### src/hw/manycore_addr_pkg.sv
//**********************************************************
// address map package for the remote request path
//  - map and credit constants, derived widths
//  - EVA class prefixes
//  - vector typedefs for addresses, coordinates, hash fields
//**********************************************************

package manycore_addr_pkg;

  // base map constants
  localparam int num_tiles_x_gp        = 4;       // columns
  localparam int vcache_block_words_gp = 8;       // words per vcache block
  localparam int lg_vcache_size_gp     = 10;      // block-mem words per vcache, log2
  localparam int y_max_gp              = 15;      // bottom vcache row
  localparam logic [15:0] dmem_start_addr_gp = 16'h1000; // word addr of dmem[0]
  localparam int max_out_credits_gp    = 4;       // outstanding request limit

  // derived widths
  localparam int num_vcache_banks_gp         = 2 * num_tiles_x_gp; // top and bottom rows
  localparam int lg_num_tiles_x_gp           = $clog2(num_tiles_x_gp);
  localparam int lg_vcache_banks_gp          = $clog2(num_vcache_banks_gp);
  localparam int vcache_word_offset_width_gp = $clog2(vcache_block_words_gp);
  localparam int credit_width_gp             = $clog2(max_out_credits_gp + 1);

  // dram block number sits above byte and word offset, below bit 31
  localparam int hash_in_width_gp = 31 - 2 - vcache_word_offset_width_gp;

  // class prefixes, checked top down
  localparam logic [1:0] global_prefix_gp = 2'b01;    // eva[31:30]
  localparam logic [2:0] tg_prefix_gp     = 3'b001;   // eva[31:29]
  localparam logic [4:0] shared_prefix_gp = 5'b00001; // eva[31:27]

  // request side
  typedef logic [31:0] eva_t;   // byte address
  typedef logic [31:0] data_t;  // store data

  // network physical address
  typedef logic [3:0]  x_cord_t;
  typedef logic [3:0]  y_cord_t;
  typedef logic [15:0] epa_t;   // word address at the endpoint

  // dram striping
  typedef logic [hash_in_width_gp-1:0]   hash_in_t;  // eva[30:5]
  typedef logic [lg_vcache_banks_gp-1:0] bank_t;     // {bot_not_top, x}
  typedef logic [11:0]                   set_idx_t;

  // remaining credits, 0..max
  typedef logic [credit_width_gp-1:0] credit_t;

endpackage

### src/hw/dram_hash.sv
//**********************************************************
// dram_hash
//  - folds a dram block number into one of eight vcache banks
//  - picks the vcache set index out of the block number
//**********************************************************

`timescale 1ns/1ps

module dram_hash (
  input  manycore_addr_pkg::hash_in_t block_i,   // eva[30:5]
  output manycore_addr_pkg::bank_t    bank_o,    // {bot_not_top, x}
  output manycore_addr_pkg::set_idx_t set_idx_o  // set inside that bank
);

  localparam int bank_w_lp = manycore_addr_pkg::lg_vcache_banks_gp;
  localparam int set_w_lp  = $bits(manycore_addr_pkg::set_idx_t);

  manycore_addr_pkg::bank_t fold_lo; // block bits 2:0
  manycore_addr_pkg::bank_t fold_hi; // block bits 5:3

  assign fold_lo = block_i[0 +: bank_w_lp];
  assign fold_hi = block_i[bank_w_lp +: bank_w_lp];

  // xor fold
  // consecutive blocks walk all banks through fold_lo,
  // a stride of eight blocks still moves through fold_hi
  assign bank_o = fold_lo ^ fold_hi;

  // low bank bits are already spent on the bank, so the set
  // index starts right above them
  assign set_idx_o = block_i[bank_w_lp +: set_w_lp]; // bits 14:3

endmodule

### src/hw/eva_to_npa.sv
//**********************************************************
// eva to npa translation for remote requests
//  - classifies a 32-bit eva as dram, global, tile-group,
//    tile-group-shared or invalid
//  - computes destination x, y and word address per class
//  - dram mode stripes through dram_hash
//**********************************************************

`timescale 1ns/1ps

module eva_to_npa (
  input  manycore_addr_pkg::eva_t    eva_i,           // byte addr
  input  manycore_addr_pkg::x_cord_t tgo_x_i,         // tile-group origin x
  input  manycore_addr_pkg::y_cord_t tgo_y_i,         // tile-group origin y
  input  logic                       dram_enable_i,   // dram mode
  output manycore_addr_pkg::x_cord_t x_cord_o,
  output manycore_addr_pkg::y_cord_t y_cord_o,
  output manycore_addr_pkg::epa_t    epa_o,           // word addr
  output logic                       is_invalid_addr_o
);

  localparam int woff_w_lp = manycore_addr_pkg::vcache_word_offset_width_gp;
  localparam int lg_vc_lp  = manycore_addr_pkg::lg_vcache_size_gp;
  localparam int lg_x_lp   = manycore_addr_pkg::lg_num_tiles_x_gp;
  localparam int bank_w_lp = manycore_addr_pkg::lg_vcache_banks_gp;

  logic is_dram;
  logic is_global;
  logic is_tg;
  logic is_shared;

  manycore_addr_pkg::hash_in_t hash_block;
  manycore_addr_pkg::bank_t    hash_bank;
  manycore_addr_pkg::set_idx_t hash_set;

  manycore_addr_pkg::y_cord_t tg_y;  // origin relative mod 16
  manycore_addr_pkg::x_cord_t tg_x;
  manycore_addr_pkg::y_cord_t sh_y;
  manycore_addr_pkg::x_cord_t sh_x;
  manycore_addr_pkg::epa_t    sh_epa; // offset into dmem

  // class decode by prefix
  assign is_dram   = eva_i[31];
  assign is_global = eva_i[31:30] == manycore_addr_pkg::global_prefix_gp;
  assign is_tg     = eva_i[31:29] == manycore_addr_pkg::tg_prefix_gp;
  assign is_shared = eva_i[31:27] == manycore_addr_pkg::shared_prefix_gp;

  assign is_invalid_addr_o = ~(is_dram | is_global | is_tg | is_shared);

  // block number above the word offset
  assign hash_block = eva_i[2+woff_w_lp +: $bits(manycore_addr_pkg::hash_in_t)];

  dram_hash hash (
    .block_i   (hash_block),
    .bank_o    (hash_bank),
    .set_idx_o (hash_set)
  );

  // tile-group y in 28:24 and x in 23:18
  // only the low 4 bits survive the add
  assign tg_y = eva_i[27:24] + tgo_y_i;
  assign tg_x = eva_i[21:18] + tgo_x_i;

  // shared y and x are 2 bits at the bottom
  // stripe of one word
  assign sh_y   = manycore_addr_pkg::y_cord_t'(eva_i[5:4]) + tgo_y_i;
  assign sh_x   = manycore_addr_pkg::x_cord_t'(eva_i[3:2]) + tgo_x_i;
  assign sh_epa = eva_i[21:6] + manycore_addr_pkg::dmem_start_addr_gp; // field 26:6 cut to 16

  always_comb begin
    x_cord_o = '0;
    y_cord_o = '0;
    epa_o    = '0;
    if (is_dram) begin
      if (dram_enable_i) begin
        // striped over the vcache rows
        x_cord_o = manycore_addr_pkg::x_cord_t'(hash_bank[lg_x_lp-1:0]);
        y_cord_o = hash_bank[bank_w_lp-1]
          ? manycore_addr_pkg::y_cord_t'(manycore_addr_pkg::y_max_gp)
          : '0;
        epa_o = {1'b0, hash_set, eva_i[2 +: woff_w_lp]};
      end else if (eva_i[30]) begin
        // host memory behind y=1
        x_cord_o = '0;
        y_cord_o = manycore_addr_pkg::y_cord_t'(1);
        epa_o    = {1'b1, eva_i[16:2]};
      end else begin
        // vcache as plain block memory
        x_cord_o = manycore_addr_pkg::x_cord_t'(eva_i[2+lg_vc_lp +: lg_x_lp]); // 13:12
        y_cord_o = eva_i[2+lg_vc_lp+lg_x_lp]                                  // bit 14
          ? manycore_addr_pkg::y_cord_t'(manycore_addr_pkg::y_max_gp)
          : '0;
        epa_o = manycore_addr_pkg::epa_t'(eva_i[2 +: lg_vc_lp]);
      end
    end else if (is_global) begin
      y_cord_o = eva_i[27:24]; // field 29:24 cut to 4 bits
      x_cord_o = eva_i[21:18]; // field 23:18 cut to 4 bits
      epa_o    = eva_i[17:2];
    end else if (is_tg) begin
      y_cord_o = tg_y;
      x_cord_o = tg_x;
      epa_o    = eva_i[17:2];
    end else if (is_shared) begin
      y_cord_o = sh_y;
      x_cord_o = sh_x;
      epa_o    = sh_epa;
    end
  end

  // four decodes plus the unmapped top patterns hit each eva once
  always_comb begin
    a_class_onehot: assert final
      ($onehot({is_dram, is_global, is_tg, is_shared,
                eva_i[31:27] inside {5'b00000, 5'b00010, 5'b00011}}))
      else $error("eva_to_npa: class decode of %h not one-hot", eva_i);
  end

endmodule

### src/hw/remote_req_ctrl.sv
//**********************************************************
// remote_req_ctrl
//  - tile-group origin and dram mode registers
//  - packet output register and error pulse
//  - credit counter with stall decode
//  - request and response protocol checks
//**********************************************************

`timescale 1ns/1ps

module remote_req_ctrl (
  input  logic                       clk_i,
  input  logic                       reset_i,
  // config
  input  logic                       cfg_v_i,
  input  manycore_addr_pkg::x_cord_t cfg_tgo_x_i,
  input  manycore_addr_pkg::y_cord_t cfg_tgo_y_i,
  input  logic                       cfg_dram_en_i,
  // request
  input  logic                       req_v_i,
  input  manycore_addr_pkg::eva_t    req_eva_i,
  input  logic                       req_we_i,
  input  manycore_addr_pkg::data_t   req_data_i,
  // response, one credit back
  input  logic                       resp_v_i,
  // to translator
  output manycore_addr_pkg::eva_t    eva_o,
  output manycore_addr_pkg::x_cord_t tgo_x_o,
  output manycore_addr_pkg::y_cord_t tgo_y_o,
  output logic                       dram_en_o,
  // from translator
  input  manycore_addr_pkg::x_cord_t npa_x_i,
  input  manycore_addr_pkg::y_cord_t npa_y_i,
  input  manycore_addr_pkg::epa_t    npa_epa_i,
  input  logic                       npa_invalid_i,
  // packet
  output logic                       pkt_v_o,
  output manycore_addr_pkg::x_cord_t pkt_x_o,
  output manycore_addr_pkg::y_cord_t pkt_y_o,
  output manycore_addr_pkg::epa_t    pkt_epa_o,
  output logic                       pkt_we_o,
  output manycore_addr_pkg::data_t   pkt_data_o,
  output logic                       err_v_o,
  output logic                       stall_o
);

  localparam manycore_addr_pkg::credit_t max_credits_lp =
    manycore_addr_pkg::credit_t'(manycore_addr_pkg::max_out_credits_gp);

  logic                      issue;    // valid request this cycle
  manycore_addr_pkg::credit_t credit_r; // credits left

  assign eva_o = req_eva_i; // translate straight off the request
  assign issue = req_v_i & ~npa_invalid_i;

  // config registers
  always_ff @(posedge clk_i) begin
    if (reset_i) begin
      tgo_x_o   <= '0;
      tgo_y_o   <= '0;
      dram_en_o <= 1'b0;
    end else if (cfg_v_i) begin
      tgo_x_o   <= cfg_tgo_x_i;
      tgo_y_o   <= cfg_tgo_y_i;
      dram_en_o <= cfg_dram_en_i;
    end
  end

  // strobes, high for one cycle after the request edge
  always_ff @(posedge clk_i) begin
    if (reset_i) begin
      pkt_v_o <= 1'b0;
      err_v_o <= 1'b0;
    end else begin
      pkt_v_o <= issue;
      err_v_o <= req_v_i & npa_invalid_i; // dropped, no packet
    end
  end

  // packet fields, only meaningful under pkt_v_o
  always_ff @(posedge clk_i) begin
    if (issue) begin
      pkt_x_o    <= npa_x_i;
      pkt_y_o    <= npa_y_i;
      pkt_epa_o  <= npa_epa_i;
      pkt_we_o   <= req_we_i;
      pkt_data_o <= req_data_i;
    end
  end

  // credit counter, issue and resp together cancel out
  always_ff @(posedge clk_i) begin
    if (reset_i) begin
      credit_r <= max_credits_lp;
    end else if (issue & ~resp_v_i) begin
      credit_r <= credit_r - 1'b1;
    end else if (resp_v_i & ~issue) begin
      credit_r <= credit_r + 1'b1;
    end
  end

  assign stall_o = credit_r == '0;

  // requester honours stall
  a_no_req_on_stall: assert property (@(posedge clk_i) disable iff (reset_i)
    stall_o |-> !req_v_i)
    else $error("remote_req_ctrl: request while stalled");

  // responses only for requests in flight
  a_no_spurious_resp: assert property (@(posedge clk_i) disable iff (reset_i)
    resp_v_i |-> credit_r != max_credits_lp)
    else $error("remote_req_ctrl: response with nothing outstanding");

endmodule

### src/hw/remote_req_top.sv
//**********************************************************
// remote_req_top
//  - remote request path of one tile
//  - controller plus eva to npa translator
//**********************************************************

`timescale 1ns/1ps

module remote_req_top (
  input  logic                       clk_i,
  input  logic                       reset_i,
  input  logic                       cfg_v_i,
  input  manycore_addr_pkg::x_cord_t cfg_tgo_x_i,
  input  manycore_addr_pkg::y_cord_t cfg_tgo_y_i,
  input  logic                       cfg_dram_en_i,
  input  logic                       req_v_i,
  input  manycore_addr_pkg::eva_t    req_eva_i,
  input  logic                       req_we_i,
  input  manycore_addr_pkg::data_t   req_data_i,
  input  logic                       resp_v_i,
  output logic                       pkt_v_o,
  output manycore_addr_pkg::x_cord_t pkt_x_o,
  output manycore_addr_pkg::y_cord_t pkt_y_o,
  output manycore_addr_pkg::epa_t    pkt_epa_o,
  output logic                       pkt_we_o,
  output manycore_addr_pkg::data_t   pkt_data_o,
  output logic                       err_v_o,
  output logic                       stall_o
);

  manycore_addr_pkg::eva_t    eva;
  manycore_addr_pkg::x_cord_t tgo_x;
  manycore_addr_pkg::y_cord_t tgo_y;
  logic                       dram_en;
  manycore_addr_pkg::x_cord_t npa_x;   // combinational npa
  manycore_addr_pkg::y_cord_t npa_y;
  manycore_addr_pkg::epa_t    npa_epa;
  logic                       npa_invalid;

  remote_req_ctrl ctrl (
    .clk_i         (clk_i),
    .reset_i       (reset_i),
    .cfg_v_i       (cfg_v_i),
    .cfg_tgo_x_i   (cfg_tgo_x_i),
    .cfg_tgo_y_i   (cfg_tgo_y_i),
    .cfg_dram_en_i (cfg_dram_en_i),
    .req_v_i       (req_v_i),
    .req_eva_i     (req_eva_i),
    .req_we_i      (req_we_i),
    .req_data_i    (req_data_i),
    .resp_v_i      (resp_v_i),
    .eva_o         (eva),
    .tgo_x_o       (tgo_x),
    .tgo_y_o       (tgo_y),
    .dram_en_o     (dram_en),
    .npa_x_i       (npa_x),
    .npa_y_i       (npa_y),
    .npa_epa_i     (npa_epa),
    .npa_invalid_i (npa_invalid),
    .pkt_v_o       (pkt_v_o),
    .pkt_x_o       (pkt_x_o),
    .pkt_y_o       (pkt_y_o),
    .pkt_epa_o     (pkt_epa_o),
    .pkt_we_o      (pkt_we_o),
    .pkt_data_o    (pkt_data_o),
    .err_v_o       (err_v_o),
    .stall_o       (stall_o)
  );

  eva_to_npa xlate (
    .eva_i             (eva),
    .tgo_x_i           (tgo_x),
    .tgo_y_i           (tgo_y),
    .dram_enable_i     (dram_en),
    .x_cord_o          (npa_x),
    .y_cord_o          (npa_y),
    .epa_o             (npa_epa),
    .is_invalid_addr_o (npa_invalid)
  );

endmodule

### config.mk
export PLATFORM = sky130hd
export DESIGN_NAME = remote_req_top
export DESIGN_NICKNAME = d
export VERILOG_FILES = /design/src/hw/manycore_addr_pkg.sv /design/src/hw/dram_hash.sv /design/src/hw/eva_to_npa.sv /design/src/hw/remote_req_ctrl.sv /design/src/hw/remote_req_top.sv
export SDC_FILE = /design/constraint.sdc
export NUM_CORES = 1
export LEC_CHECK = 0
export ABC_AREA = 1
export ABC_CLOCK_PERIOD_IN_PS = 7300
export BUFFER_PORTS_ARGS = -buffer_cell sky130_fd_sc_hd__buf_2
export CAP_MARGIN = 20
export CORE_MARGIN = 1
export CORE_UTILIZATION = 40
export DETAILED_ROUTE_END_ITERATION = 12
export GPL_TIMING_DRIVEN = 0
export HOLD_SLACK_MARGIN = 0.06
export MAX_ROUTING_LAYER = met4
export PLACE_DENSITY_LB_ADDON = 0.1
export SLEW_MARGIN = 20
export SYNTH_ARGS = -nofsm -noshare
export SYNTH_HDL_FRONTEND = slang
export SYNTH_SLANG_ARGS = --single-unit
### constraint.sdc
create_clock -name clk_i -period 7.3 [get_ports clk_i]
set_input_delay 1.46 -clock clk_i [delete_from_list [all_inputs] [get_ports clk_i]]
set_output_delay 1.46 -clock clk_i [all_outputs]
set_load 0.01 [all_outputs]
After elaboration in Yosys (flattened, before gate mapping) --
Index checks and enable logic that the tools add are counted. W data, S select, Z words.
Storage, ports and cells: register bits after elaboration 71, bits of input ports 79, output and inout bits 60, logic and storage cells 56
Operators by class: add/sub/neg operators 7, equal/unequal tests 3, mux-type cells 22, bitwise logic cells 11, reductions and logical operators 2
Operators with widths (number):
- $mux W16 | 6
- $mux W4 | 13
- $add A16 B13 Y16 const B | 1
- $add A2 B4 Y4 | 2
- $add A4 B4 Y4 | 2
- $mux W3 | 2
- $eq A5 B1 Y1 const B | 1
- $and A1 B1 Y1 | 4
- $add A3 B1 Y3 const B | 1
- $eq A3 B1 Y1 const B | 1
- $logic_not A3 Y1 | 1
- $not A1 Y1 | 3
- $or A1 B1 Y1 | 3
- $sub A3 B1 Y3 const B | 1
- $xor A3 B3 Y3 | 1
- $eq A2 B1 Y1 const B | 1
- $mux W2 | 1
- $reduce_bool A2 Y1 | 1

Longest topological paths before layout --
depth in word-level cells 9, depth in mapped cells 13, depth with buffers taken out 13

Hierarchy --
A second synthesis with hierarchy kept.
Second synthesis, totals: cells, all modules 387, area, all modules 3841.2 µm²
Modules (own cells, without submodules):
- remote_req_ctrl | instances 1, cells an instance 159, area an instance 2575.0 µm², sequential area each 1991.9 µm²
- eva_to_npa | instances 1, cells an instance 201, area an instance 1119.8 µm², sequential area each 0.0 µm²
- dram_hash | instances 1, cells an instance 27, area an instance 146.4 µm², sequential area each 0.0 µm²

Least setup slack after synthesis --
Ideal clock, no wire load.
path type input to register, from in req_eva_i[28], to reg ctrl.credit_r[2], setup time 0.123 ns, arrival time 3.984 ns, data required time 7.177 ns, setup slack 3.193 ns, stages 12, buffers on the path 0, path through inv_1 > nand2_1 > nand3_1 > nand2_1 > inv_1 > ha_1 > inv_1 > fa_1 > nand2_1 > nand2_1 > a21oi_1 > o21ai_0
On the way: longest elaborated chain between the ends 6, elaborated cells on any way between the ends 8, those cells by class eq/ne: 1; mux: 1; bitwise: 5; reduce/logical: 1
RTL lines:
- start: declaration | line remote_req_top.sv:17 | input manycore_addr_pkg::eva_t req_eva_i,
- $eq A5 B1 Y1 * | line eva_to_npa.sv:46 | assign is_shared = eva_i[31:27] == manycore_addr_pkg::shared_prefix_gp;
- $or A1 B1 Y1 * | line eva_to_npa.sv:48 | assign is_invalid_addr_o = ~(is_dram | is_global | is_tg | is_shared);
- $and A1 B1 Y1 * | line remote_req_ctrl.sv:54 | assign issue = req_v_i & ~npa_invalid_i;
- named net ctrl.issue | line remote_req_ctrl.sv:50 | logic issue;
- $not A1 Y1 | line remote_req_ctrl.sv:97 | end else if (resp_v_i & ~issue) begin
- $and A1 B1 Y1 | line remote_req_ctrl.sv:97
- $reduce_bool A2 Y1 (no source line)
- end signal: assignment | line remote_req_ctrl.sv:94 | credit_r <= max_credits_lp;
- end signal: assignment | line remote_req_ctrl.sv:96 | credit_r <= credit_r - 1'b1;
- end signal: assignment | line remote_req_ctrl.sv:98 | credit_r <= credit_r + 1'b1;
- end: declaration | line remote_req_ctrl.sv:51 | manycore_addr_pkg::credit_t credit_r;
The timed path passes the listed nets; every way through them passes the cells marked *. A chain may end at the register's enable or synchronous reset.

Worst setup path in the final report --
Ends and elaborated chain as after synthesis.

==> results.ini <==
[synth]
synth_area_leader_cell = edfxtp_1
ys_ff_latch = 71
syn_nets = 425
ys_warn_count = 0
netlist.area_leader.share = 0.505
synthCells = 329
seq_area_frac_synth = 0.587
synth_area_um2 = 3390
ys_types = 27
avgSynthCellArea_um2 = 10.3
synthTopCellsByArea = edfxtp_1 (50%), nand2_1 (9.0%), dfxtp_1 (8.3%)

[power]
p_per_area_nw_per_um2 = 226
power_frac_seq = 0.488
p_sw_mw = 0.264
internal_power_mw = 0.735
swShare = 0.264
p_clk_frac = 0.360
comb_power_share = 0.152
leakagePower_nw = 2.06
ir_worst_vdd_mv = 0.0941

[floorplan]
die_h_um = 94.1
die_w_um = 94.1
die_area_um2 = 8850
rows = 33
start_util = 0.413
pin_count = 139
core_region_area_um2 = 8220

[routing]
via_per_inst = 4.85
postRouteAntennaNets = 0
drt-initial-drc-count = 109
wirelength_um = 7960
routedWlPerCell_um = 13.6
drc_errors = 0
firstDrtPassIters = 4
via_count = 2833

[clocking]
clkTransAtPathRegs_ns = 0.08
cts_buffer_depth = 2
cts_buffers = 9
cts_tree = built
cts_resized = 0
cts.hold.buffers_added = 0
cts_root_buffer = clkbuf_8
cts_max_level = 3
post_cts_buffers = 0
clock-sinks = 71
clk_latency_ns = 0.34

[cells_and_area]
fillers = 773
multi_input_area_um2 = 1210
num_antenna_cells = 0
layout-drive-gt1-share = 0.351
area_growth_pct = 30.5
final_util = 0.538
stdcell_area_um2 = 4420
final_common_cell = buf_2
seq_area_um2 = 1990
fin_nets = 570
final_cell_mix = buf_2 (138), nand2_1 (81), edfxtp_1 (57), nand3_1 (35), inv_1 (33)

[grt]
grt_pass1_vias = 2602
use_met1 = 0.241
grt_util_met3 = 0.0607
grt_pass1_wl_um = 12500
grt_usage = 0.193
grt.busiest_layer = met2
gr-usage-met2 = 0.299
antenna_found_initial = 0
gr-total-overflow = 0
grt_max_degree = 60

[critical_path]
start_kind = primary input
worstSetupEndpointType = flip-flop
crit_required_ns = 7.53
cp_max_fo = 59
cp.arrival_ns = 3.54
criticalPathCategory = in -> reg

[placement]
dp_hpwl_um = 5990
portBuffers = 134
place_area_um2 = 4200
place_congestion = 0.888

[timing]
final.min_clock_period_ns = 3.31
period_share = 0.453
setup_violations = 0
fmax_ghz = 0.302
finalHoldViolations = 0
setup_tns_ns = 0
final_max_slew_viol_count = 0
skew_ns = 0.0102
worst_pin_slew_ns = 0.700
rsz0062_at_grt = no
relSlewSlack = 0.533

[run_status]
status = finished, final reports clean

[min_path]
min_path_type = reg -> reg

[flow_run]
cap_violations = 0

[cells in the mapped netlist (all sizes together)]
cell type and n:
a21oi 18, a31oi 1, buf 6, clkbuf 1
clkinv 1, dfxtp 14, edfxtp 57, fa 5
ha 12, inv 36, nand2 82, nand3 35
nand4 9, nor2 14, nor3 3, o211ai 5
o21ai 23, or2 3, xnor2 1, xor2 3
[cells by family after synthesis]
logic type               after synthesis  synth area share
adder cells (fa/ha/maj)               17            0.0738
AND/OR/NAND/NOR                      146             0.199
AO/OA/AOI/OAI                         47            0.0745
buffers and inverters                 44            0.0546
XOR/XNOR                               4            0.0103
flip-flops                            71             0.587
[layout make-up]
| cell class | instances | share of cell area |
|---|---|---|
| Multi-Input combinational cell | 214 | 0.274 |
| Buffer | 7 | 0.0105 |
| Clock inverter | 7 | 0.0238 |
| Inverter | 37 | 0.0320 |
| Sequential cell | 71 | 0.450 |
| Tap cell | 105 | 0.0297 |
| Timing Repair Buffer | 134 | 0.152 |
| Clock buffer | 9 | 0.0280 |
[stage by stage]
step | std cells | hold slack [ns] | worst slack, ns | total power [mW]
finish | 584 | 0.478 | 3.99 | 0.999
global route | 584 | 0.505 | 3.74 | 1.05
CTS | 584 | 0.485 | 3.95 | 1.01
detailed placement | 568 | 0.469 | 3.57 | 0.650
global placement | 568 | 0.467 | 2.50 | 0.647
floorplan | 329 | 0.444 | 3.19 | 0.579
[metal layers]
layer,vias to the layer above,wire length (µm)
met5,-,0
met4,0,48
met3,7,559
met2,106,3810
met1,1297,3540
li1,1423,-
[power groups by stage]
stage          clock network (mW)  logic, mW  registers [mW]
2_1_floorplan                   0     0.0645           0.515
3_3_place_gp                    0      0.149           0.498
3_5_place_dp                    0      0.152           0.498
4_1_cts                     0.371      0.153           0.488
5_1_grt                     0.389      0.171           0.492
6_report                    0.360      0.151           0.488
[sequential cells by signal, indices dropped and copies added, names as in the netlist, 3 cells and up]
register and flops:
ctrl.pkt_x_o 4, ctrl.pkt_data_o 32, ctrl.pkt_y_o 4, ctrl.tgo_y_o 4, ctrl.pkt_epa_o 16, ctrl.credit_r 3
ctrl.tgo_x_o 4
[final timing paths]
| kind | startpoint | end | slack (ns) | cells past startpoint |
|---|---|---|---|---|
| worst max-delay path | req_eva_i[28] | ctrl.credit_r[2] | 3.99 | 13 |
| worst min register to register | ctrl.credit_r[2] | ctrl.credit_r[2] | 0.48 | 1 |
| worst max register to register | ctrl.tgo_x_o[0] | ctrl.pkt_x_o[1] | 5.72 | 5 |
| worst min-delay path | ctrl.credit_r[2] | ctrl.credit_r[2] | 0.48 | 1 |
[worst max-delay path, cell delays in order]
cell and delay, ns:
buf_2 0.10, inv_1 0.04, nand2_1 0.15, nand3_1 0.15, nand2_1 0.09, inv_4 0.52, ha_1 0.27, inv_1 0.07
fa_1 0.38, nand2_1 0.08, nand2_1 0.06, a21oi_1 0.10, o21ai_0 0.08
(Power assumes the default switching activity.)
